<file path="config.mk">
export PLATFORM = sky130hd
export DESIGN_NAME = dcache_ctrl
export DESIGN_NICKNAME = d
export VERILOG_FILES = /design/src/hw/dcache_pkg.sv /design/src/hw/dcache_ctrl.sv
export SDC_FILE = /design/constraint.sdc
export NUM_CORES = 1
export LEC_CHECK = 0
export ABC_AREA = 1
export BUFFER_PORTS_ARGS = -buffer_cell sky130_fd_sc_hd__buf_2
export CAP_MARGIN = 5
export CORE_AREA = 2 2 496 498
export DETAILED_ROUTE_END_ITERATION = 16
export DIE_AREA = 0 0 498 500
export PLACE_DENSITY = 0.34
export SLEW_MARGIN = 20
export SYNTH_ARGS = -nofsm -noshare
export SYNTH_HDL_FRONTEND = slang
export SYNTH_SLANG_ARGS = --single-unit
</file>
<file path="constraint.sdc">
create_clock -name clk -period 9.2 [get_ports clk]
set_clock_uncertainty 0.05 [all_clocks]
set_input_delay 2.76 -clock clk [delete_from_list [all_inputs] [get_ports clk]]
set_output_delay 2.76 -clock clk [all_outputs]
set_load 0.01 [all_outputs]
</file>
<file path="src/hw/dcache_pkg.sv">
// sizes are fixed for a 32-bit address, 16 sets of 4 ways and 16-byte lines
package dcache_pkg;

    localparam int ASSOC_NUM     = 4;   // ways
    localparam int SET_NUM       = 16;
    localparam int LINE_WORD_NUM = 4;   // words per line
    localparam int WORD_WIDTH    = 32;
    localparam int OFFSET_WIDTH  = 4;   // byte offset in line
    localparam int INDEX_WIDTH   = 4;
    localparam int TAG_WIDTH     = 24;
    localparam int PLRU_BITS     = 3;   // tree bits per set

    typedef logic [31:0]                           addr_t;
    typedef logic [WORD_WIDTH-1:0]                 word_t;
    typedef logic [WORD_WIDTH/8-1:0]               wstrb_t;
    // word 0 sits in the low bits
    typedef logic [LINE_WORD_NUM*WORD_WIDTH-1:0]   line_t;
    typedef logic [TAG_WIDTH-1:0]                  tag_t;
    typedef logic [INDEX_WIDTH-1:0]                index_t;
    typedef logic [$clog2(LINE_WORD_NUM)-1:0]      word_sel_t;
    typedef logic [ASSOC_NUM-1:0]                  way_t;      // one-hot
    typedef logic [$clog2(ASSOC_NUM)-1:0]          way_idx_t;  // binary

    typedef enum logic {
        OP_LOAD,
        OP_STORE
    } mem_op_t;

    // miss sequencing, LOOKUP is the idle/compare state
    typedef enum logic [2:0] {
        LOOKUP,
        MISS_DIRTY,   // writeback request out
        WRITEBACK,    // waiting for write done
        MISS_CLEAN,   // refill read request out
        REFILL,       // waiting for line return
        REFILL_DONE   // one cycle for the write to land
    } miss_state_t;

endpackage

</file>
<file path="src/hw/dcache_ctrl.sv">
// CPU holds its request while busy and memory returns mem_wr_done and mem_ret_valid after rdy
`timescale 1ns/1ns

module dcache_ctrl (
    input  logic                                            clk,
    input  logic                                            reset,
    input  logic                                            req_valid,
    input  dcache_pkg::mem_op_t                             req_op,
    input  dcache_pkg::addr_t                               req_addr,
    input  dcache_pkg::word_t                               req_wdata,
    input  dcache_pkg::wstrb_t                              req_wstrb,
    input  logic                                            mem_rd_rdy,
    input  logic                                            mem_ret_valid,
    input  dcache_pkg::line_t                               mem_ret_data,
    input  logic                                            mem_wr_rdy,
    input  logic                                            mem_wr_done,
    input  dcache_pkg::way_t                                way_valid,
    input  dcache_pkg::way_t                                way_dirty,
    input  dcache_pkg::tag_t  [dcache_pkg::ASSOC_NUM-1:0]   way_tags,
    input  dcache_pkg::line_t [dcache_pkg::ASSOC_NUM-1:0]   way_lines,
    input  dcache_pkg::way_idx_t                            victim,
    output logic                                            busy,
    output logic                                            done,
    output dcache_pkg::word_t                               rdata,
    output logic                                            mem_rd_req,
    output dcache_pkg::addr_t                               mem_rd_addr,
    output logic                                            mem_wr_req,
    output dcache_pkg::addr_t                               mem_wr_addr,
    output dcache_pkg::line_t                               mem_wr_data,
    output dcache_pkg::index_t                              rd_index,
    output dcache_pkg::index_t                              wr_index,
    output dcache_pkg::way_t                                refill_we,
    output dcache_pkg::tag_t                                refill_tag,
    output dcache_pkg::line_t                               refill_line,
    output dcache_pkg::way_t                                store_we,
    output dcache_pkg::word_sel_t                           store_word,
    output dcache_pkg::word_t                               store_wdata,
    output dcache_pkg::wstrb_t                              store_wstrb,
    output dcache_pkg::index_t                              access_index,
    output dcache_pkg::way_idx_t                            access_way,
    output logic                                            access_en
);
    import dcache_pkg::*;

    miss_state_t state_q, state_d;

    logic      req_vld_q;  // request in compare stage
    mem_op_t   op_q;
    addr_t     addr_q;
    word_t     wdata_q;
    wstrb_t    wstrb_q;

    tag_t      tag_q;
    index_t    index_q;
    word_sel_t word_q;
    way_t      hit;
    logic      hit_any;
    way_idx_t  hit_idx;
    way_t      victim_oh;
    logic      victim_dirty;

    // address fields of the held request
    assign tag_q   = addr_q[$bits(addr_t)-1 -: TAG_WIDTH];
    assign index_q = addr_q[OFFSET_WIDTH +: INDEX_WIDTH];
    assign word_q  = addr_q[OFFSET_WIDTH-1 -: $bits(word_sel_t)];

    // accept whenever not busy, a hit frees the stage in its compare cycle
    always_ff @(posedge clk) begin
        if (reset) begin
            req_vld_q <= 1'b0;
        end else if (!busy) begin
            req_vld_q <= req_valid;
        end
    end

    always_ff @(posedge clk) begin
        if (req_valid && !busy) begin
            op_q    <= req_op;
            addr_q  <= req_addr;
            wdata_q <= req_wdata;
            wstrb_q <= req_wstrb;
        end
    end

    // tag compare on the set read this cycle
    always_comb begin
        hit     = '0;
        hit_idx = '0;
        for (int w = 0; w < ASSOC_NUM; w++) begin
            hit[w] = way_valid[w] && (way_tags[w] == tag_q);
            if (hit[w]) begin
                hit_idx = way_idx_t'(w);
            end
        end
    end
    assign hit_any = |hit;

    // selected word of the hitting way
    always_comb begin
        rdata = '0;
        for (int w = 0; w < ASSOC_NUM; w++) begin
            if (hit[w]) begin
                rdata = rdata | way_lines[w][word_q*WORD_WIDTH +: WORD_WIDTH];
            end
        end
    end

    assign victim_oh    = way_t'(1) << victim;
    assign victim_dirty = way_valid[victim] && way_dirty[victim];  // only valid lines need writeback

    assign done = (state_q == LOOKUP) && req_vld_q && hit_any;
    assign busy = (state_q != LOOKUP) || (req_vld_q && !hit_any);  // miss raises it in compare cycle

    always_ff @(posedge clk) begin
        if (reset) begin
            state_q <= LOOKUP;
        end else begin
            state_q <= state_d;
        end
    end

    always_comb begin
        state_d = state_q;
        case (state_q)
            LOOKUP: begin
                if (req_vld_q && !hit_any) begin
                    state_d = victim_dirty ? MISS_DIRTY : MISS_CLEAN;
                end
            end
            MISS_DIRTY: if (mem_wr_rdy) state_d = WRITEBACK;
            WRITEBACK: if (mem_wr_done) state_d = MISS_CLEAN;  // refill waits for the write
            MISS_CLEAN: if (mem_rd_rdy) state_d = REFILL;
            REFILL: if (mem_ret_valid) state_d = REFILL_DONE;
            REFILL_DONE: state_d = LOOKUP;  // recompare now hits
            default: state_d = LOOKUP;
        endcase
    end

    // memory side, held until rdy since set and victim do not move
    assign mem_wr_req  = (state_q == MISS_DIRTY);
    assign mem_wr_addr = {way_tags[victim], index_q, {OFFSET_WIDTH{1'b0}}};
    assign mem_wr_data = way_lines[victim];
    assign mem_rd_req  = (state_q == MISS_CLEAN);
    assign mem_rd_addr = {tag_q, index_q, {OFFSET_WIDTH{1'b0}}};

    // array writes, both at the held index
    assign rd_index    = index_q;
    assign wr_index    = index_q;
    assign refill_we   = (state_q == REFILL && mem_ret_valid) ? victim_oh : '0;
    assign refill_tag  = tag_q;
    assign refill_line = mem_ret_data;  // written straight from the return beat
    assign store_we    = (done && op_q == OP_STORE) ? hit : '0;
    assign store_word  = word_q;
    assign store_wdata = wdata_q;
    assign store_wstrb = wstrb_q;

    // replacement update on every completed access
    assign access_index = index_q;
    assign access_way   = hit_idx;
    assign access_en    = done;

endmodule

</file>
---- Yosys cells after proc, flatten, opt, wreduce, memory -nomap -nowiden ----
Index checks and enable logic that the tools add are counted.
Widths: inputs -> output; s select.
storage, ports and cells
  bits in registers ....................... 73
  input bits .............................. 822
  output and inout bits ................... 441
operators by class
  magnitude comparators ................... 1
  equal/unequal tests ..................... 13
  shift operators ......................... 5
  muxes and demuxes ....................... 24
  bitwise operators ....................... 3
  reduce and logical (&&, ||, !) cells .... 18
operator list
  cell                 count
  $shiftx 128x8->32    4
  $bmux 128 s2         1
  $mux 128             1
  $mux 32              4
  $eq 24x24->1         4
  $or 32x32->32        3
  $bmux 24 s2          1
  $mux 24              1
  $mux 3               5
  $pmux 3 s5           1
  $logic_and 1x1->1    11
  $mux 4               2
  $ne 2x2->1 const B   4
  $eq 3x2->1 const B   2
  $mux 2               3
  $reduce_and 5->1     1
  $bmux 1 s2           2
  $reduce_or 4->1      1
  $shl 1x2->4 const A  1
  $eq 3x1->1 const B   1
  $eq 3x3->1 const B   1
  $logic_not 3->1      1
  $lt 2x3->1 const B   1
  $mux 1               3
  other kinds (4)      5

---- Longest topological paths before layout ----
Gate-level depths: netlist of run 1.
  depth after elaboration ................. 9
  depth in mapped cells ................... 15

---- Least setup slack after synthesis of run 1 ----
Ideal clock, no wire load.
  kind .................................... input to output
  start point ............................. input way_tags[57] in the netlist's numbering
  end point ............................... output done
  data arrival time ....................... 3975 ps
  required time ........................... 6390 ps
  setup slack ............................. 2415 ps
  cell stages on the path ................. 11
  path buffers ............................ 1
  cell sequence ........................... inv_1 nand2_1 nand2_1 nor2_1 nand4_1 nor3_1 nand2_1 nor2_4 nor2_2 a21oi_1 buf_4
between the ends
  longest elaborated chain between the ends .. 4
ends and longest elaborated chain
  element            line                RTL
  start, declared    dcache_ctrl.sv:19   input dcache_pkg::tag_t [dcache_pkg::ASSOC_NUM-1:0] way_tags,
  $eq 24x24->1       dcache_ctrl.sv:90   hit[w] = way_valid[w] && (way_tags[w] == tag_q);
  $logic_and 1x1->1  dcache_ctrl.sv:90
  $reduce_or 4->1    dcache_ctrl.sv:96   assign hit_any = |hit;
  $logic_and 1x1->1  dcache_ctrl.sv:111  assign done = (state_q == LOOKUP) && req_vld_q && hit_any;
  end, declared      dcache_ctrl.sv:23   output logic done,
No other way between the ends.

---- Final worst setup path of run 1 ----
  start point ............................. input way_tags[52] in the netlist's numbering
  end point ............................... output rdata[19]
between the ends
  longest elaborated chain between the ends .. 5
ends and longest elaborated chain
  element              line                RTL
  $eq 24x24->1 *       dcache_ctrl.sv:90
  $logic_and 1x1->1 *  dcache_ctrl.sv:90
  $mux 32 *            dcache_ctrl.sv:102  if (hit[w]) begin
  $or 32x32->32        dcache_ctrl.sv:103  rdata = rdata | way_lines[w][word_q*WORD_WIDTH +: WORD_WIDTH];
  $mux 32 *            dcache_ctrl.sv:102
  end, declared        dcache_ctrl.sv:24   output dcache_pkg::word_t rdata,
Mark *: on every way between the ends. The rest lies on a longest branch, timed or not.

==> results.toml, run 1 <==
[routing]
drtAntennaViolNets = 0
vias = 22000
drt-pass1-iter-count = 6
wl_per_cell_microns = 27.8
drc = 0
drtIter0Drc = 2007
viasPerCell = 3.46
routed_wl_mm = 177

[worst_setup_path]
r2r_cells = 12
cp_num_buf_inv = 3
start_kind = "input pin"
crit_path_max_incr_delay_ns = 0.58
cp.depth = 10
rrSetupSlack_ns = 5.19
cp-end-kind = "output port"
crit_chain = "buf_2, xnor2_1, nand2_1, nor3b_2, nand2_1, nor2_4, buf_4, nand2_1, nand4_1, buf_2"
timing.rr.end = "addr_q[23]"
cp.required_ns = 6.39
cp_top_family = "simple AND/OR/NAND/NOR gates"
cp.arrival_ns = 5.35
r2r-start = "addr_q[24]"
crit_type = "in -> out"
cp_slowest_cell = "xnor2_1"
path_max_fanout = 4
cpMostUsedCell = "nand2_1"

[finish]
areaGrowthSynthToFinish_pct = 58.7
num-nets-final = 3889
mostFrequentLayoutCells = "996 x buf_2, 545 x nand2_1, 272 x o21ai_0"
final_common_cell = "buf_2"
layout-drive-gt1-share_pct = 35.4
fin_cells = 6358

[clocking]
cts-hold-fix-buffers = 0
clockBufferDepth = 2
clock_tree.htree_level_count = 3
cts_buffers = 9
cts_sinks = 71
clock-root-buffer = "clkbuf_16"
clkTransAtPathRegs_ns = 0.08
clk_latency_ns = 0.41
cts_tree = "built"
cts_setup_buffers = 0
cts_resized = 0

[worst_hold_path]
whs_path_depth = 2
min_path_type = "reg -> reg"
hold_path_end = "req_vld_q"
min_from = "req_vld_q"

[sta]
report.final.slew_viol_count = 0
period_needed_ns = 8.16
maxSlewHeadroom_pct = 25.5
finalCritPeriodShare_pct = 88.7
setup_viol = 0
hold_viol = 0
tightest_slew_ns = 1.12
rsz0062_at_grt = "false"
setup_tns_ns = 0
fmax_mhz = 123

[floorplan]
die_y_microns = 500
die_w_microns = 498
dieArea_sq_um = 249000
core_sq_um = 244000
std_cell_rows = 182
boundaryPins = 1263
start_util_pct = 5.59

[pwr]
leakage_nw = 9.69
power_density_nw_per_um2 = 128
vdd_drop_max_mv = 0.168

[outcome]
status = "finished clean"

[grt]
grt_first_pass_wirelength_mm = 221
antenna_found_initial = 160
grt_overflow = 0
grt_max_degree = 141
first_global_vias = 21300
globalRouteTotalUtil_pct = 13.4

[placement]
io_buffers = 996
dp.cells = 6276
hpwlAfterDp_mm = 150
gp_congestion = 1.02

[synthesis]
syn_area_sq_um = 13700
synth_warnings = 0
synthCells = 2355
synth-seq-cells = 71
synth_cell_type_count = 37
syn_avg_cell_area_sq_um = 5.80
seq_area_frac_synth_pct = 15.3

[run]
cap_violations = 0
cells in the mapped netlist:
cell type / n / area [sq um]
a21boi_0: 1 / 7.51
a21oi_1: 137 / 686
a22oi_1: 209 / 1570
and3_1: 1 / 6.26
buf_1: 19 / 71.3
buf_2: 45 / 225
buf_4: 180 / 1350
clkbuf_1: 94 / 353
clkbuf_2: 1 / 5.00
conb_1: 1 / 3.75
dfxtp_1: 4 / 80.1
edfxtp_1: 67 / 2010
inv_1: 240 / 901
inv_2: 20 / 75.1
nand2_1: 546 / 2050
nand2_2: 2 / 12.5
nand3_1: 47 / 235
nand3b_1: 2 / 15.0
nand3b_4: 1 / 20.0
nand4_1: 52 / 325
nor2_1: 216 / 811
nor2_2: 6 / 37.5
nor2_4: 3 / 33.8
nor3_1: 12 / 60.1
nor3b_1: 4 / 30.0
nor3b_2: 1 / 12.5
nor4_1: 2 / 12.5
o2111ai_1: 1 / 8.76
o211ai_1: 1 / 7.51
o21ai_0: 272 / 1360
o21ai_1: 4 / 20.0
o221ai_1: 80 / 701
o22ai_1: 66 / 413
or2_1: 4 / 25.0
or2_2: 1 / 6.26
xnor2_1: 11 / 96.3
xor2_1: 2 / 17.5
cells by family (layout without fill, tap and decap cells):
logic type                Yosys count  after routing  synth area share [%]
xor gates and xnor gates           13             13                 0.834
DFF                                71             71                  15.3
other                               1             75                0.0275
buffers and inverters             599           1308                  21.8
AOI/OAI and AO/OA                 771            771                  35.0
and+or+nand+nor                   900            900                  27.0
area by class of cell:
class / instances / area, sq um
tap: 3220 / 4030
timing repair buffer: 1033 / 5460
clock buffer: 9 / 225
sequential: 71 / 2090
fill: 29200 / 223000
inverter: 260 / 992
antenna: 67 / 168
multi-input combinational: 1692 / 8640
clock inverter: 6 / 62.6
sequential cells by signal, indices dropped and copies added, names as in the netlist:
signal and count:
req_vld_q 1, op_q 1, store_wdata 32, store_wstrb 4, state_q 3, addr_q 30
worst register-to-register path, cell delays in order, from the launching register on:
cell	delay (ns)
edfxtp_1	0.74
inv_2	0.10
nand2_1	0.15
nand2_1	0.11
nand2_1	0.13
nor2_1	0.05
nand3_1	0.13
nor2_1	0.06
nor2_1	0.55
nand3_1	0.25
nand3_1	0.17
clkinv_2	0.55
buf_4	0.57
where the power goes:
| part | switching (W) | internal, W |
|---|---|---|
| Clock | 0.000184 | 0.000207 |
| Sequential | 0.000122 | 0.000457 |
| Combinational | 0.00124 | 0.000563 |
| Total | 0.00155 | 0.00123 |
worst max-delay path by stage:
stage / start / end / slack [ns]
2_1_floorplan: way_tags[57] / done / 2.42
3_3_place_gp: way_tags[52] / rdata[19] / 0.88
3_5_place_dp: way_tags[52] / rdata[19] / 0.89
4_1_cts: way_tags[52] / rdata[19] / 0.90
5_1_grt: way_tags[52] / rdata[19] / 0.89
6_report: way_tags[52] / rdata[19] / 1.04
layer usage:
layer  global-route usage, %  wire (microns)  vias to the layer above
li1                        -               -                     9454
met1                    13.2           59000                    10400
met2                    23.4           85600                     1499
met3                    5.74           18900                      570
met4                    8.06           12300                      126
met5                       0             804                        -
stage by stage:
stage / setup slack, ns / hold slack (ns) / total power [W] / instance area [sq um] / utilization (%)
5_1_grt: 0.890 / 0.476 / 0.00296 / 21600 / 8.84
3_5_place_dp: 0.891 / 0.439 / 0.00239 / 21200 / 8.68
2_1_floorplan: 2.42 / 0.398 / 0.00155 / 13700 / -
6_report: 1.04 / 0.444 / 0.00278 / 21700 / 8.87
4_1_cts: 0.896 / 0.451 / 0.00281 / 21500 / 8.80
3_3_place_gp: 0.875 / 0.425 / 0.00241 / 21200 / 8.68
Note: power is estimated with default switching activity, not from simulation.
==> inputs of run 2 (changes only) <==
--- a/config.mk
+++ b/config.mk
@@ -8,9 +8,9 @@
 export ABC_AREA = 1
 export BUFFER_PORTS_ARGS = -buffer_cell sky130_fd_sc_hd__buf_2
 export CAP_MARGIN = 5
-export CORE_AREA = 2 2 496 498
+export CORE_AREA = 2 2 485 487
 export DETAILED_ROUTE_END_ITERATION = 16
-export DIE_AREA = 0 0 498 500
+export DIE_AREA = 0 0 487 489
 export PLACE_DENSITY = 0.34
 export SLEW_MARGIN = 20
 export SYNTH_ARGS = -nofsm -noshare
==> constraint.sdc (replaced) <==
create_clock -name clk -period 7.9 [get_ports clk]
set_clock_uncertainty 0.05 [all_clocks]
set_input_delay 2.37 -clock clk [delete_from_list [all_inputs] [get_ports clk]]
set_output_delay 2.37 -clock clk [all_outputs]
set_load 0.01 [all_outputs]
==> run 2 against run 1 <==
Global-route usage increased by 0.62 points. Critical path type unchanged. Flip-flop and latch count unchanged. First-iteration DRC count decreased by 21%. Sequential power grew 17%. Largest cell class unchanged. Count of clock-buffer cells in the layout up 1. Largest power group unchanged. Routed wire length up 0.32%. Die area down 4.4%. Clock power increased by 21%. Final cell count down 2.2%. Core utilization is 0.37 points higher. Non-clock buffer count up 13. Sequential share of layout area hardly changed.
==> results.toml, run 2 (same netlist as run 1, synthesis figures left out) <==
[run]
cap_violations = 0

[grt]
grt_max_degree = 143
grt_first_pass_wirelength_mm = 219
first_global_vias = 20600
antenna_found_initial = 149
grt_overflow = 0
globalRouteTotalUtil_pct = 14.0

[routing]
drt-pass1-iter-count = 6
drtIter0Drc = 1593
drc = 0
drtAntennaViolNets = 0
vias = 21800
routed_wl_mm = 177
wl_per_cell_microns = 28.5
viasPerCell = 3.51

[worst_setup_path]
cp_slowest_cell = "xnor2_1"
cp.required_ns = 5.48
cp.arrival_ns = 4.73
crit_path_max_incr_delay_ns = 0.49
path_max_fanout = 28
cpMostUsedCell = "buf_2"
crit_type = "in -> out"
cp-end-kind = "output port"
cp_num_buf_inv = 4
crit_chain = "buf_2, xnor2_1, nand3_1, nor3_1, nand3b_1, nor2_4, buf_12, buf_4, nand2_1, nand4_1, buf_2"
cp_top_family = "simple AND/OR/NAND/NOR gates"
start_kind = "input pin"

[clocking]
clockBufferDepth = 2
clock-root-buffer = "clkbuf_16"
cts_tree = "built"
clock_tree.htree_level_count = 3
clkTransAtPathRegs_ns = 0.08
cts_buffers = 9
cts_setup_buffers = 0
cts_sinks = 71
cts-hold-fix-buffers = 0
clk_latency_ns = 0.42
cts_resized = 0

[floorplan]
core_sq_um = 234000
start_util_pct = 5.85
std_cell_rows = 178
dieArea_sq_um = 238000
boundaryPins = 1263
die_w_microns = 487
die_y_microns = 489

[pwr]
total_power_w = 0.00323
power_density_nw_per_um2 = 150
leakage_nw = 9.76
vdd_drop_max_mv = 0.186

[placement]
dp.cells = 6129
hpwlAfterDp_mm = 152
io_buffers = 996
gp_congestion = 0.959

[sta]
tightest_slew_ns = 1.20
fmax_mhz = 140
maxSlewHeadroom_pct = 20.0
period_needed_ns = 7.15
holdWs_ns = 0.441
report.final.slew_viol_count = 0
finalCritPeriodShare_pct = 90.6
setup_tns_ns = 0
setup_viol = 0
rsz0062_at_grt = "false"
hold_viol = 0

[finish]
postLayoutCoreUtil_pct = 9.24
fin_cells = 6217
largest_register_ffs = 32
mostFrequentLayoutCells = "996 x buf_2, 545 x nand2_1, 272 x o21ai_0"
final_common_cell = "buf_2"
num-nets-final = 3902
areaGrowthSynthToFinish_pct = 58.1
nFillCells = 27800
layout-drive-gt1-share_pct = 35.7

[outcome]
status = "finished clean"

[worst_hold_path]
min_path_type = "reg -> reg"
==> run 2: changes by cell type in the layout (fill, tap and decap cells not counted), sizes merged <==
cell,previous run,this run
clkbuf,9,10
buf,1033,1046
clkinvlp,2,1
inv,259,261
diode,67,72
clkinv,4,3
==> run 2: routing by layer <==
layer | wire length [microns] | GRT usage (%)
met1 | 58300 | 13.7
met2 | 87200 | 24.9
met3 | 18300 | 5.49
met4 | 12700 | 8.53
met5 | 705 | 0
==> run 2: path summary, 6_finish.rpt <==
| kind | start | endpoint | slack (ns) | cells after the start |
|---|---|---|---|---|
| hold reg to reg | req_vld_q | req_vld_q | 0.44 | 2 |
| hold / removal | req_vld_q | req_vld_q | 0.44 | 2 |
| setup / recovery | way_tags[90] | rdata[15] | 0.75 | 11 |
| setup reg to reg | addr_q[24] | addr_q[14] | 4.06 | 11 |
==> run 2: metrics by stage <==
step	setup slack, ns	area [sq um]
after global routing	0.618	21500
final	0.746	21600
after global placement	0.642	21100
after floorplan	1.90	13700
after CTS	0.658	21400
after detailed placement	0.658	21100
==> run 2: area by class of cell <==
| class | instances | area, sq um | area share, % |
|---|---|---|---|
| antenna | 72 | 180 | 0.834 |
| clock buffer | 10 | 229 | 1.06 |
| tap | 3060 | 3830 | 17.7 |
| clock inverter | 6 | 68.8 | 0.319 |
| inverter | 260 | 993 | 4.60 |
| timing repair buffer | 1046 | 5560 | 25.7 |
| sequential | 71 | 2090 | 9.69 |
| multi-input combinational | 1692 | 8640 | 40.0 |
==> run 2: report_power, final <==
part,switching [W],internal [W]
logic,0.00142,0.000657
clock network,0.000228,0.000247
registers,0.000147,0.000532
==> run 2: worst register-to-register path: stages (launching register included) <==
cell and delay (ns):
edfxtp_1 0.69, xnor2_1 0.70, nand3_1 0.15, nor2_1 0.12, nand2_1 0.06, nor2_1 0.12, nor2_1 0.06, buf_4 0.16
nand3_1 0.13, nand3_1 0.14, inv_4 0.58, buf_4 0.53
