<file path="src/hw/dcache_pkg.sv">
// sizes are fixed for a 32-bit address, 16 sets of 4 ways and 16-byte lines
package dcache_pkg;

    localparam int ASSOC_NUM     = 4;   // ways
    localparam int SET_NUM       = 16;
    localparam int LINE_WORD_NUM = 4;   // words per line
    localparam int WORD_WIDTH    = 32;
    localparam int OFFSET_WIDTH  = 4;   // byte offset in line
    localparam int INDEX_WIDTH   = 4;
    localparam int TAG_WIDTH     = 24;
    localparam int PLRU_BITS     = 3;   // tree bits per set

    typedef logic [31:0]                           addr_t;
    typedef logic [WORD_WIDTH-1:0]                 word_t;
    typedef logic [WORD_WIDTH/8-1:0]               wstrb_t;
    // word 0 sits in the low bits
    typedef logic [LINE_WORD_NUM*WORD_WIDTH-1:0]   line_t;
    typedef logic [TAG_WIDTH-1:0]                  tag_t;
    typedef logic [INDEX_WIDTH-1:0]                index_t;
    typedef logic [$clog2(LINE_WORD_NUM)-1:0]      word_sel_t;
    typedef logic [ASSOC_NUM-1:0]                  way_t;      // one-hot
    typedef logic [$clog2(ASSOC_NUM)-1:0]          way_idx_t;  // binary

    typedef enum logic {
        OP_LOAD,
        OP_STORE
    } mem_op_t;

    // miss sequencing, LOOKUP is the idle/compare state
    typedef enum logic [2:0] {
        LOOKUP,
        MISS_DIRTY,   // writeback request out
        WRITEBACK,    // waiting for write done
        MISS_CLEAN,   // refill read request out
        REFILL,       // waiting for line return
        REFILL_DONE   // one cycle for the write to land
    } miss_state_t;

endpackage

</file>
<file path="src/hw/dcache_plru.sv">
// tree layout is fixed for 4 ways and victim is combinational for access_index only
`timescale 1ns/1ns

module dcache_plru (
    input  logic                   clk,
    input  logic                   reset,
    input  dcache_pkg::index_t     access_index,
    input  dcache_pkg::way_idx_t   access_way,
    input  logic                   access_en,
    output dcache_pkg::way_idx_t   victim
);
    import dcache_pkg::*;

    // bit 0 root, bit 1 picks in ways 0/1, bit 2 picks in ways 2/3
    logic [PLRU_BITS-1:0] tree_q [SET_NUM];
    logic [PLRU_BITS-1:0] cur;

    assign cur = tree_q[access_index];

    // 0 points to the lower way
    always_comb begin
        if (cur[0] == 1'b0) begin
            victim = {1'b0, cur[1]};
        end else begin
            victim = {1'b1, cur[2]};
        end
    end

    always_ff @(posedge clk) begin
        if (reset) begin
            for (int s = 0; s < SET_NUM; s++) begin
                tree_q[s] <= '0;  // victim starts at way 0
            end
        end else if (access_en) begin
            tree_q[access_index][0] <= ~access_way[1];  // root away from used half
            if (access_way[1] == 1'b0) begin
                tree_q[access_index][1] <= ~access_way[0];
            end else begin
                tree_q[access_index][2] <= ~access_way[0];
            end
        end
    end

endmodule

</file>
<file path="config.mk">
export PLATFORM = sky130hd
export DESIGN_NAME = dcache_plru
export DESIGN_NICKNAME = d
export VERILOG_FILES = /design/src/hw/dcache_pkg.sv /design/src/hw/dcache_plru.sv
export SDC_FILE = /design/constraint.sdc
export NUM_CORES = 1
export LEC_CHECK = 0
export BUFFER_PORTS_ARGS = -buffer_cell sky130_fd_sc_hd__buf_4
export CELL_PAD_IN_SITES_DETAIL_PLACEMENT = 0
export CELL_PAD_IN_SITES_GLOBAL_PLACEMENT = 1
export CORE_MARGIN = 10
export CORE_UTILIZATION = 39
export CTS_CLUSTER_SIZE = 8
export DETAILED_ROUTE_END_ITERATION = 12
export GPL_ROUTABILITY_DRIVEN = 0
export PLACE_DENSITY_LB_ADDON = 0.1
export SETUP_SLACK_MARGIN = 0.15
export SYNTH_ARGS = -nofsm -noshare
export SYNTH_HDL_FRONTEND = slang
export SYNTH_SLANG_ARGS = --single-unit
export TNS_END_PERCENT = 30
</file>
<file path="constraint.sdc">
create_clock -name clk -period 2.3 [get_ports clk]
set_clock_uncertainty 0.15 [all_clocks]
set_input_delay 0 -clock clk [delete_from_list [all_inputs] [get_ports clk]]
set_output_delay 0 -clock clk [all_outputs]
set_load 0.03 [all_outputs]
</file>
# [Word level (Yosys, flattened, before mapping)]
# Memory sizes are Yosys's and may differ from the RTL's.
# Cells that the tools add are included.
[op_classes] n_div=0 n_shift=0 n_reduce_logical=1 bitwise_logic=2 n_mul=0 n_eq_ne=0 mux=17 add_sub_neg=0 magnitude_cmp=0
[ops] cell="1-bit two-way mux" n=13
[ops] cell="3-bit two-way mux" n=2
[ops] cell="4-bit two-way mux" n=1
[ops] cell="3-bit OR reduction" n=1
[ops] cell="2-bit two-way mux" n=1
[ops] cell="1-bit NOT" n=2
[totals] latchBits=0 ff_bits=0 ram_bits=48 mem_bits_ro=0 mem_count=1 out_inout_bits=2 elab_cells=21 in_bits=9
[memory_table] name="tree_q" depth=16 word_bits=3 rd=1 rd_clocked_by_memory_dff=0 wr=16 line="dcache_plru.sv:15" text="logic [PLRU_BITS-1:0] tree_q [SET_NUM];"

# [Logic depth before layout (Yosys ltp)]
# Gate-level depths: netlist (run 1).
[depth] ltp_word=6 mapped_depth=7 mapped_depth_nobuf=4

# [Worst setup path before layout (run 1)]
# OpenSTA, ideal clock, no wires.
[synth_timing] path_kind="register -> output" start="memory tree_q[5][0]" end="output port victim[0]" required_time_ns=2.150 slack_ns=0.533 path_stages_with_launch=5 arrival_ns=1.617 path_buffers=0 cell_sequence="edfxtp_1 -> mux4_1 -> a22oi_1 -> nand3_2 -> mux2_4"
[synth_between] elab_chain_cells=2
[synth_lines] element="start, declared" line="dcache_plru.sv:15"
[synth_lines] element="memory 16 x 3 bit"
[synth_lines] element="2-bit two-way mux" line="dcache_plru.sv:22" text="if (cur[0] == 1'b0) begin"
[synth_lines] element="end, declared" line="dcache_plru.sv:10" text="output dcache_pkg::way_idx_t victim"
# Every way passes these cells.

# [Worst setup path after layout (run 1)]
[layout_timing] start="memory tree_q[2][0]" end="output port victim[0]"
# Same word-level chain as after synthesis.

==> results.md, run 1 <==
- The core area is 6460 um^2.
- The cts-stage hold buffer count is 0.
- The final non-filler cell total is ~300.
- The total number of clock tree sinks is 48.
- The number of antenna diodes in the final layout is 0.
- The number of buffers added by the clock tree synthesis step is 5.
- For this design the total switching power over the nets is between 0.4 and 0.5 mW.
- Summed over all layers, the routed wires come to ~5600 um.
- Relative to the synthesized area, the layout overhead comes to 7.73%.
- Counting flops with a built-in enable in the synthesized netlist gives 48.
- The via count of the first global-routing pass is about 1700.
- The leakage power of the design is 1.01 nW.
- VDD sags by at most approximately 230 uV.
- The number of nets in the synthesized netlist is around 230.
- For the worst setup path, the data required time is ~2200 ps.
- For hold timing, the worst endpoint is tree_q[5][1]$_SDFFCE_PN0P_.
- The share of flip-flops with an asynchronous set or reset is 0%.
- The floorplan step defined a die boundary enclosing 10500 um^2.
- The synthesized-area fraction occupied by xor and xnor cells is 0%.
- Clock-pin slew was measured on the worst setup and hold paths at roughly 90 ps.
- The number of warnings issued by yosys is 0.
- The count of pins on the block boundary is 11.
- In this run the power density over the cells is slightly above 600 nW/um^2.
- The largest registers in the layout are tree_q: 48 flops.
- The root buffer cell chosen for the clock tree is clkbuf_8.
- The per-cell via count in the routed design is about 5.7.
- The cell count after placement is a little under 300.
- In the final routed layout, each cell accounts on average for about 19 um.
- STA classifies the critical path endpoint as an output pin.
- Entering global routing, the biggest net connects 53 pins.
- The HPWL reported at the end of detailed placement is roughly 3800 um.
- The number of buffers between clock root and the deepest sink is 2.
- The hold path startpoint is access_way[0].
- In this run the horizontal extent of the chip is roughly 100 um.
- Setup repair after global routing could not meet its margin everywhere.
- At the worst endpoint, the arrival time is ~1900 ps.
- Summing the areas of all compound-gate instances in the mapped netlist gives 6.35% of the synthesized area.
- The final sum of negative setup slack is 0 ps.
- The ratio of cells with drive above 1 in the final layout is about 29%.
- Of the total power, the share spent switching nets is between 20% and 30%.
- Of the available clock period, the critical path in the final layout requires between 90% and 100%.
- TritonCTS built the clock tree.
- The DRC violation count after routing is 0.
- The synthesized area divided by synthesized cell count is ~12 um^2.
- The total design power is roughly 1.7 mW.
- The number of design-rule violations left by the first detailed-router iteration is between 100 and 150.
- The number of max-cap violations is 0.
- In the layout the commonest cells are 48 x edfxtp_1, 34 x nor2_1, 19 x buf_4, 17 x nand2b_1.
- For this run, the leading register cell type out of synthesis is edfxtp_1.
- The number of detailed-routing iterations run before antenna repair is 4.
- The vias after detailed routing is ~1700.
- Buffers placed on the I/O ports in this run total 10.
- The final antenna-violating net count is 0.
- The largest family of logic cells by synthesized area is simple AND/OR/NAND/NOR gates.
- The share of the synthesized area in the top cell type is 54.6%.
- Setup violations remaining at the end of the flow were counted as 0.
- The clock period could shrink to 2090 ps.
- The portion of the post-synthesis area used by sequential elements is between 50% and 60%.
- The area share of and/or/nand/nor cells after synthesis is ~23%.
- The die is between 100 and 150 um tall.
- The H-tree generated during clock tree synthesis spans 2 levels.
- The upper clock frequency limit is approximately 0.48 GHz.
- The final hold violation count came to 0.
- For the pin with the worst max-slew slack, the measured transition is between 700 and 800 ps.
- In this run the cell area of the synthesized design comes to 2640 um^2.
- The portion of netlist area occupied by mux cells is between 10% and 20%.
- The synthesized netlist contains 23 unique library cells.
- The initial utilization of the core area, before any placement, comes to 40.9%.
- The net count of the finished layout is 232.
- The number of flip-flops in the largest register is 48.
- The most frequent standard cell in the layout excluding fill and tap cells is edfxtp_1.
- The total overflow left after global routing is 0.
- The critical path launch point type is a flip-flop.
- The smallest hold slack is approximately 0.65 ps.
- The site row count is 29.
- The worst min-delay path class is in -> reg.
- Across every metal layer, demand over resource in global routing totals 11.5%.
- The register share of total power is between 50 and 60%.
- Measured against its own limit, the worst slew margin works out to around 53%.
- The run finished with clean final reports.
- The portion of total power attributed to combinational logic is 13.6%.
- The path type of the worst setup path is reg -> out.
- The cell type contributing the most total cell area after synthesis is edfxtp_1.
- Synthesis produced roughly 220 cells.
- Ranked by flip-flop count, first place goes to tree_q.
- The worst hold path passes through 2 cells.
- The number of pins with negative max-slew slack in the final report is 0.
- Per report_power, the clock group accounts for 28.0% of the total.
- The internal power summed over all cells is between 1 and 1.5 mW.
- The first global-routing pass estimated a little over 9000 um of wire.
- The peak fanout along the critical path is 2.
- The number of setup buffers added after CTS is 0.
- Yosys attributes the largest share of cell area to edfxtp_1 55%, mux4_1 6.0%, mux4_2 5.1%.
- Synthesis inferred between 40 and 50 register bits.
- The initial antenna violation count is 0.
- The adder-cell area share of the yosys netlist is 0%.
repair_timing:
action / 4_1_cts / 5_1_grt
gates resized for setup: 1 / 2
setup endpoints to repair: 1 / 1
pin swaps: 0 / 2
metal layers:
metal  vias up  track usage (%)  wire (um)
met5         -                0          0
met4         0             3.36         38
met3         3             2.97        272
met2        38             18.4       2760
met1       863             14.9       2540
li1        817                -          -
worst max-delay path, cell delays in order (launching register included):
cell and delay [ps]:
edfxtp_1 380, mux4_2 500, a22oi_2 210, nand3_2 100, mux2_4 310, buf_6 140
through the flow:
stage	utilization (%)	instance area [um^2]	setup WS, ps
2_1_floorplan	-	2640	533
3_3_place_gp	42.7	2760	460
3_5_place_dp	42.7	2760	438
4_1_cts	44.0	2840	181
5_1_grt	44.0	2840	113
6_report	44.0	2840	208
synthesized netlist by cell type, drive strengths merged (3+ instances only):
library cell  number
clkbuf            17
nor2b              4
edfxtp            48
nor2              34
mux4              12
a31o              12
nand2b            17
a22oi              3
nand3             10
a41o               4
nand2             15
or2               16
nor3              16
buf                9
final cells by class:
class	count	area [um^2]
clock inverter	1	3.75
sequential	48	1440
fill	617	3610
multi-input combinational	148	1070
clock buffer	7	76.3
timing repair buffer	20	154
tap	77	96.3
cell families after synthesis:
group | after synthesis
simple gates | 116
flops | 48
buf+inv | 26
compound gates | 19
mux | 13
power groups by stage:
stage	Sequential, mW	Clock [mW]	Combinational, mW
detailed placement	1.04	0	0.234
global route	1.03	0.529	0.259
CTS	1.02	0.495	0.237
floorplan	1.03	0	0.178
finish	1.02	0.490	0.238
global placement	1.04	0	0.233
how the worst max path moves through the flow:
stage                                    start        end  slack [ps]  depth (start not counted)
finish              tree_q[2][0]$_SDFFCE_PN0P_  victim[0]         210                          5
global placement               access_index[0]  victim[0]         460                          6
detailed placement             access_index[0]  victim[0]         440                          6
floorplan           tree_q[5][0]$_SDFFCE_PN0P_  victim[0]         530                          4
global route        tree_q[2][0]$_SDFFCE_PN0P_  victim[0]         110                          5
CTS                 tree_q[6][0]$_SDFFCE_PN0P_  victim[0]         180                          5
(Power assumes the default switching activity.)
==> inputs of run 2 (changes only) <==
clock period = 2.5 ns   (was 2.3 ns; I/O delays follow)
==> run 2 against run 1 <==
Against the previous run:
- global-route usage about the same
- critical path depth did not move
- flip-flop and latch count stayed put
- wire length is 0.96% lower
- first-iteration DRC count decreased by 5.0%
- utilization rose by 0.097 points
- critical path type unchanged
- critical endpoint unchanged
- largest power group unchanged
- highest routed layer unchanged
==> results.md, run 2 (synthesis gave the netlist of run 1 again) <==
- The number of flip-flops in the largest register came to 48 (unchanged).
- The die outline height is 102 um (unchanged).
- The final hold violation count is 0 (unchanged).
- The tightest slew margin relative to the limit was 52.1% (-0.61 points).
- The site row count is 29 (unchanged).
- The DRC violation count after routing was 0 (unchanged).
- The per-cell via count in the routed design is 5.67 (-0.75%).
- The fill cell instance count of the final layout is 612 (-0.81%).
- The layout overhead on the synthesized area is 7.96%.
- The leakage power of the design is 1.01 nW (+0.18%).
- The count of buffering cells on the critical path with inverters included was 1 (unchanged).
- The kind of cell adding the most delay to the critical path is multiplexers.
- Setup repair after global routing left no endpoint under its margin.
- The number of buffers added by the clock tree synthesis step came to 5 (unchanged).
- The final number of setup-violating endpoints is 0 (unchanged).
- The ratio of cells with drive above 1 in the final layout is 27.6% (-0.97 points).
- The wire length on met2 came to 2580 um (-6.6%).
- The net count of the finished layout is 229 (-1.3%).
- The overall die area is 10500 um^2 (unchanged).
- The number of pins with negative max-slew slack in the final report is 0 (unchanged).
- The routed wirelength normalized by instance count is 18.6 um (about the same).
- The register with the most flip-flops in the final layout is tree_q.
- The final sum of negative setup slack is 0 ps (unchanged).
- The HPWL reported at the end of detailed placement is 3760 um (-1.7%).
- The worst hold path terminates at tree_q[4][0]$_SDFFCE_PN0P_.
- The top layer used by detailed routing is met4.
- The final antenna-violating net count is 0 (unchanged).
- The buffer count from post-CTS setup fixing is 0 (unchanged).
- In this run the most critical hold path is launched from access_way[1].
- The run finished with clean final reports.
- The number of port buffers is 10 (unchanged).
- The stage delay of the slowest cell on the critical path is 530 ps (+30 ps).
- The global-route wire length before repair is 9330 um (+1.8%).
- The signal on the critical path passes through mux4_1 -> a22oi_1 -> nand3_2 -> mux2_4 -> buf_4.
- The cell count after placement came to 289 (-1.4%).
- The via count of the first global-routing pass is 1802 (+5.2%).
- The number of detailed-routing iterations run before antenna repair came to 4 (unchanged).
- The final critical path takes up a little under 90% of the cycle.
- The area taken by flip-flops and latches was 1440 um^2 (unchanged).
- The register share of total power was 54.6% (-3.8 points).
- The number of max-cap violations was 0 (unchanged).
- The vias after detailed routing is 1691 (-1.7%).
- The initial antenna violation count came to 0 (unchanged).
- The net switching power figure is 0.402 mW (-4.4%).
- Leaving out fill and tap cells, the most frequent cell in the layout is edfxtp_1.
- The total global-route track usage was 11.5% (+0.038 points).
- The largest registers in the layout are tree_q: 48 flops.
- The number of design-rule violations left by the first detailed-router iteration is 115 (-5.0%).
- The final non-filler cell total is 298 (-1.0%).
- The portion of total power attributed to combinational logic is 12.4% (-1.2 points).
- The die width is 102 um (unchanged).
- The switching fraction of total power is 23.4% (-0.68 points).
- The power per unit of standard cell area came to 604 nW/um^2 (-1.9%).
- The count of cells resized by post-cts repair is 0 (-1).
- The worst setup path is captured at an output pin.
- TritonCTS built the clock tree.
- The post-route met1 wirelength is 2700 um (+6.6%).
- The clock-pin slew reported for the worst setup and hold paths after clock tree synthesis is 100 ps (about the same).
- The met3 wire length was 204 um (-25%).
- The worst min-delay path class is in -> reg.
- The routed wire length is 5560 um (-0.96%).
- The top cell types in the final layout, fill and taps aside, are 48 x edfxtp_1, 34 x nor2_1, 17 x nand2b_1.
- The path type of the worst setup path is reg -> out.
- The smallest clock period supported by the final layout is computed as roughly 2200 ps.
- The data required time at the worst endpoint is 2350 ps (+200 ps).
- The number of stages on the worst hold path is 2 (unchanged).
- The pin count of the biggest net entering global routing was 53 (unchanged).
- The initial core utilization came to 40.9% (unchanged).
- The critical path launch point type is a flip-flop.
- The count of pins on the block boundary is 11 (unchanged).
- The relative contribution of the clock network to total power was 33.0% (+5.0 points).
- The arrival time at the worst endpoint is 2010 ps (+70 ps).
- The pin slew with the least headroom to its limit is 719 ps (+9.10 ps).
- The total congestion overflow after global routing was 0 (unchanged).
- The peak fanout along the critical path is 2 (unchanged).
- In this run the clock root is driven by a clkbuf_8.
- The highest ir drop seen on vdd is 301 uV (+28%).
- The total number of clock tree sinks is 48 (unchanged).
- The footprint of the multi-input gates is 1070 um^2 (-0.12%).
- The number of H-tree levels is 2 (unchanged).
- The cell with the biggest individual delay on the critical path is mux4_1.
- The internal power summed over all cells was 1.32 mW (-0.79%).
- Timing would allow up to 0.462 GHz.
- The number of antenna diodes is 0 (unchanged).
- The number of buffers between clock root and the deepest sink is 2 (unchanged).
- The core area is 6460 um^2 (unchanged).
## run 2: layout make-up
cell class,count,area share [%]
flip-flops and latches,48,50.6
repair buffers,17,4.57
multi-input cells,148,37.6
well taps,77,3.38
clock inverters,3,1.49
clock buffers,5,2.41
## run 2: per-stage QoR
step | area (um^2) | worst slack (ps) | utilization [%] | hold slack [ps] | power [mW]
after floorplan | 2640 | 733 | - | 207 | 1.11
after global placement | 2730 | 662 | 42.3 | 330 | 1.17
after detailed placement | 2730 | 634 | 42.3 | 329 | 1.17
after CTS | 2850 | 331 | 44.1 | 109 | 1.73
after global routing | 2850 | 230 | 44.1 | 155 | 1.77
final | 2850 | 336 | 44.1 | 113 | 1.72
## run 2: routing by layer
| metal | track usage, % | vias up |
|---|---|---|
| li1 | - | 812 |
| met1 | 15.1 | 844 |
| met2 | 18.1 | 28 |
| met3 | 2.97 | 7 |
| met4 | 3.69 | 0 |
| met5 | 0 | - |
## run 2: what timing repair did
action / in CTS / in global routing
hold endpoints to repair: 2 / 0
endpoints found under the setup margin: 0 / 0
hold buffers: 1 / 0
## run 2: how the worst max path moves through the flow
stage / end / slack, ps / cells after the start / startpoint
2_1_floorplan: victim[0] / 730 / 4 / tree_q[5][0]$_SDFFCE_PN0P_
3_3_place_gp: victim[0] / 660 / 6 / access_index[0]
4_1_cts: victim[0] / 330 / 5 / tree_q[5][0]$_SDFFCE_PN0P_
5_1_grt: victim[0] / 230 / 5 / tree_q[5][0]$_SDFFCE_PN0P_
6_report: victim[0] / 340 / 5 / tree_q[5][0]$_SDFFCE_PN0P_
3_5_place_dp: victim[0] / 630 / 6 / access_index[0]
## run 2: power by group through the flow
stage / clock network, mW / logic [mW] / registers [mW]
floorplan: 0 / 0.164 / 0.950
global placement: 0 / 0.210 / 0.957
detailed placement: 0 / 0.214 / 0.958
CTS: 0.573 / 0.215 / 0.940
global route: 0.597 / 0.234 / 0.943
finish: 0.568 / 0.213 / 0.939
==> inputs of run 3 (changes only) <==
ABC_AREA = 1   (was default)
CORE_ASPECT_RATIO = 0.6   (was default)
==> run 3 against run 2 <==
Against the previous run:
- area after synthesis is 12% higher
- final cell count is 64% higher
- clock power is 14% higher
- die area is 11% higher
- via count is 30% higher
- critical path depth is 2 higher
- utilization is 0.48 points lower
- maximum frequency is 31% higher
==> results.md, run 3 <==
- The path type of the worst setup path is in -> reg.
- The pin count of the biggest net entering global routing came to 44 (-17%).
- The count of unique library cells instantiated by Yosys is 19 (-17%).
- The initial antenna violation count is 0 (unchanged).
- The number of max-cap violations is 0 (unchanged).
- Setup repair after global routing left no endpoint under its margin.
- The met3 wire length is 318 um (+56%).
- The flop and latch count out of synthesis is 48 (unchanged).
- The per-cell via count in the routed design is 4.49 (-21%).
- The final sum of negative setup slack came to 0 ps (unchanged).
- STA classifies the critical path startpoint as a primary input.
- Ranked by total cell area, the synthesized netlist is headed by edfxtp_1 49%, nand2_1 23%, nor2_1 4.7%.
- The cell area after layout is 3200 um^2 (+12%).
- The count of pins on the block boundary is 11 (unchanged).
- The routed wire length is 6890 um (+24%).
- The arrival time at the worst endpoint was 1490 ps (-520 ps).
- The peak fanout along the critical path is 14 (+12).
- The total number of clock tree sinks is 48 (unchanged).
- The clock-pin slew reported for the worst setup and hold paths after clock tree synthesis is 60 ps (-40 ps).
- The buffer cell driving the clock tree root is clkbuf_16.
- The number of buffers added by the clock tree synthesis step is 5 (unchanged).
- The cell with the biggest individual delay on the critical path is dlygate4sd3_1.
- Relative to the synthesized area, the layout overhead comes to 8.08%.
- Among all cell types in the netlist, the one instantiated most often is nand2_1.
- TritonCTS built the clock tree.
- The number of port buffers is 10 (unchanged).
- The register with the most flip-flops in the final layout is tree_q.
- In the layout the commonest cells are 179 x nand2_1, 48 x edfxtp_1, 37 x nor2_1, 24 x inv_1, 19 x inv_2.
- The post-layout minimum cycle time is 1660 ps (-508 ps).
- The fraction of the core area covered by cells at the end of the flow is 43.6% (-0.48 points).
- The power per unit of standard cell area is 573 nW/um^2 (-5.0%).
- The ratio of cells with drive above 1 in the final layout is 17.9% (-9.7 points).
- The number of design-rule violations left by the first detailed-router iteration is 178 (+55%).
- The routed wirelength normalized by instance count came to 14.1 um (-25%).
- The data required time at the worst endpoint is 2340 ps (about the same).
- The number of nets in the synthesized netlist is 394 (+71%).
- The cell type contributing the most total cell area after synthesis is edfxtp_1.
- The fill cell instance count of the final layout was 778 (+27%).
- The period utilization is 66.2% (-20 points).
- The global-route wire length before repair came to 11600 um (+24%).
- The synthesized area divided by synthesized cell count is 7.69 um^2 (-35%).
- The vias after detailed routing was 2201 (+30%).
- The HPWL reported at the end of detailed placement is 4700 um (+25%).
- The number of H-tree levels is 2 (unchanged).
- The share of flip-flops with an asynchronous set or reset is 0% (unchanged).
- The netlist area before placement is 2960 um^2 (+12%).
- The initial core utilization is 40.4% (-0.49 points).
- In the final layout, the registers with the most flip-flops are tree_q: 48 flops.
- The number of detailed-routing iterations run before antenna repair was 4 (unchanged).
- The overall die area was 11600 um^2 (+11%).
- The number of instances in the synthesized netlist came to 385 (+73%).
- The die width was 132 um (+30%).
- The cts-stage hold buffer count was 2 (+1).
- The number of pins with negative max-slew slack in the final report is 0 (unchanged).
- The core area came to 7330 um^2 (+13%).
- The worst hold path belongs to the class in -> reg.
- The most used flip-flop cell after synthesis is edfxtp_1.
- The stage delay of the slowest cell on the critical path is 530 ps (about the same).
- The DRC violation count after routing is 0 (unchanged).
- The site row count is 24 (-17%).
- The leakage power of the design came to 1.38 nW (+36%).
- The total congestion overflow after global routing is 0 (unchanged).
- The final hold violation count is 0 (unchanged).
- The via count of the first global-routing pass is 2181 (+21%).
- The top layer used by detailed routing is met4.
- The total global-route track usage is 12.5% (+1.0 points).
- The final antenna-violating net count is 0 (unchanged).
- The portion of the post-synthesis area used by sequential elements is 48.7% (-5.9 points).
- The count of cells resized by post-cts repair is 0 (unchanged).
- The area of placed instances is 3050 um^2 (+12%).
- The number of antenna diodes was 0 (unchanged).
- The share of the synthesized area in the top cell type is 48.7% (-5.9 points).
- The number of warnings issued by yosys is 0 (unchanged).
- The most frequent standard cell in the layout excluding fill and tap cells is nand2_1.
- The final number of setup-violating endpoints is 0 (unchanged).
- The net count of the finished layout was 395 (+72%).
- The setup slack at placement was 857 ps (+223 ps).
- The slack of the critical path is 845 ps (+508 ps).
- The post-route met1 wirelength is 3930 um (+45%).
- The sort of element at the end of the critical path is a flip-flop.
- The pin slew with the least headroom to its limit came to 705 ps (-13.4 ps).
- The highest ir drop seen on vdd is 313 uV (+3.7%).
- The number of flip-flops in the largest register was 48 (unchanged).
- The die outline height came to 87.5 um (-14%).
- The number of buffers between clock root and the deepest sink is 2 (unchanged).
- The wire length on met2 is 2590 um (+0.54%).
- The tightest slew margin relative to the limit is 52.8% (+0.72 points).
- The signal on the critical path passes through dlygate4sd3_1 -> buf_4 -> inv_1 -> nor3_2 -> buf_4 -> inv_1 -> o21ai_0.
- The run finished with clean final reports.
- The upper clock frequency limit came to 0.604 GHz (+31%).
- The number of synthesized flops with an enable pin is 48 (unchanged).
- The commonest cells after synthesis are 179 x nand2_1, 48 x edfxtp_1, 37 x nor2_1, 24 x inv_1, 19 x inv_2.
- The buffer count from post-CTS setup fixing is 0 (unchanged).
[run 3: cell count changes in the layout (fill, tap and decap cells not counted), moves of 5 or more]
cell,before,now
mux4_2,6,0
nand2b_1,17,0
o21ai_0,0,14
nor3_1,16,4
inv_1,0,24
nand2_1,15,179
nor2_2,0,15
or2_2,16,0
a31o_2,12,0
clkbuf_8,5,0
clkbuf_16,0,5
inv_2,0,19
mux4_1,6,0
nor2_4,0,9
[run 3: area by class of cell]
| type | count | area (um^2) | area share, % |
|---|---|---|---|
| Timing Repair Buffer | 14 | 110 | 3.44 |
| Multi-Input combinational cell | 272 | 1210 | 37.8 |
| Clock inverter | 2 | 7.51 | 0.235 |
| Tap cell | 104 | 130 | 4.07 |
| Inverter | 45 | 174 | 5.44 |
| Clock buffer | 5 | 125 | 3.91 |
| Sequential cell | 48 | 1440 | 45.1 |
[run 3: cells by family after synthesis]
family                 share of synthesized area, %
AO/OA/AOI/OAI                                  2.37
flip-flops                                     48.7
AND/OR/NAND/NOR                                38.5
buffers and inverters                          10.4
[run 3: critical path, delay by kind of cell]
| family | cells | cell delay [ps] |
|---|---|---|
| AND/OR/NAND/NOR | 1 | 100 |
| AO/OA/AOI/OAI | 1 | 200 |
| buffers and inverters | 5 | 1200 |
[run 3: worst paths after layout]
path / start / endpoint / slack [ps] / cells after the start
max: access_way[1] / tree_q[3][2]$_SDFFCE_PN0P_ / 840 / 7
min: access_way[0] / tree_q[11][1]$_SDFFCE_PN0P_ / 50 / 2
[run 3: stage by stage]
stage | power (mW) | std cells | hold slack, ps
CTS | 1.85 | 490 | 59.9
global placement | 1.21 | 481 | 259
floorplan | 1.14 | 385 | 48.7
global route | 1.92 | 490 | 77.3
detailed placement | 1.21 | 481 | 253
finish | 1.83 | 490 | 51.1
[run 3: per-layer routing]
layer	global-route usage, %	up-vias
met5	0	-
met4	2.39	0
met3	2.82	7
met2	17.2	36
met1	19.2	978
li1	-	1180
[run 3: report_power, final]
| group | leakage [nW] | internal (mW) | total (mW) | switching, mW |
|---|---|---|---|---|
| clock network | 0.0648 | 0.359 | 0.645 | 0.286 |
| logic | 0.857 | 0.0701 | 0.246 | 0.176 |
| registers | 0.457 | 0.928 | 0.941 | 0.0131 |
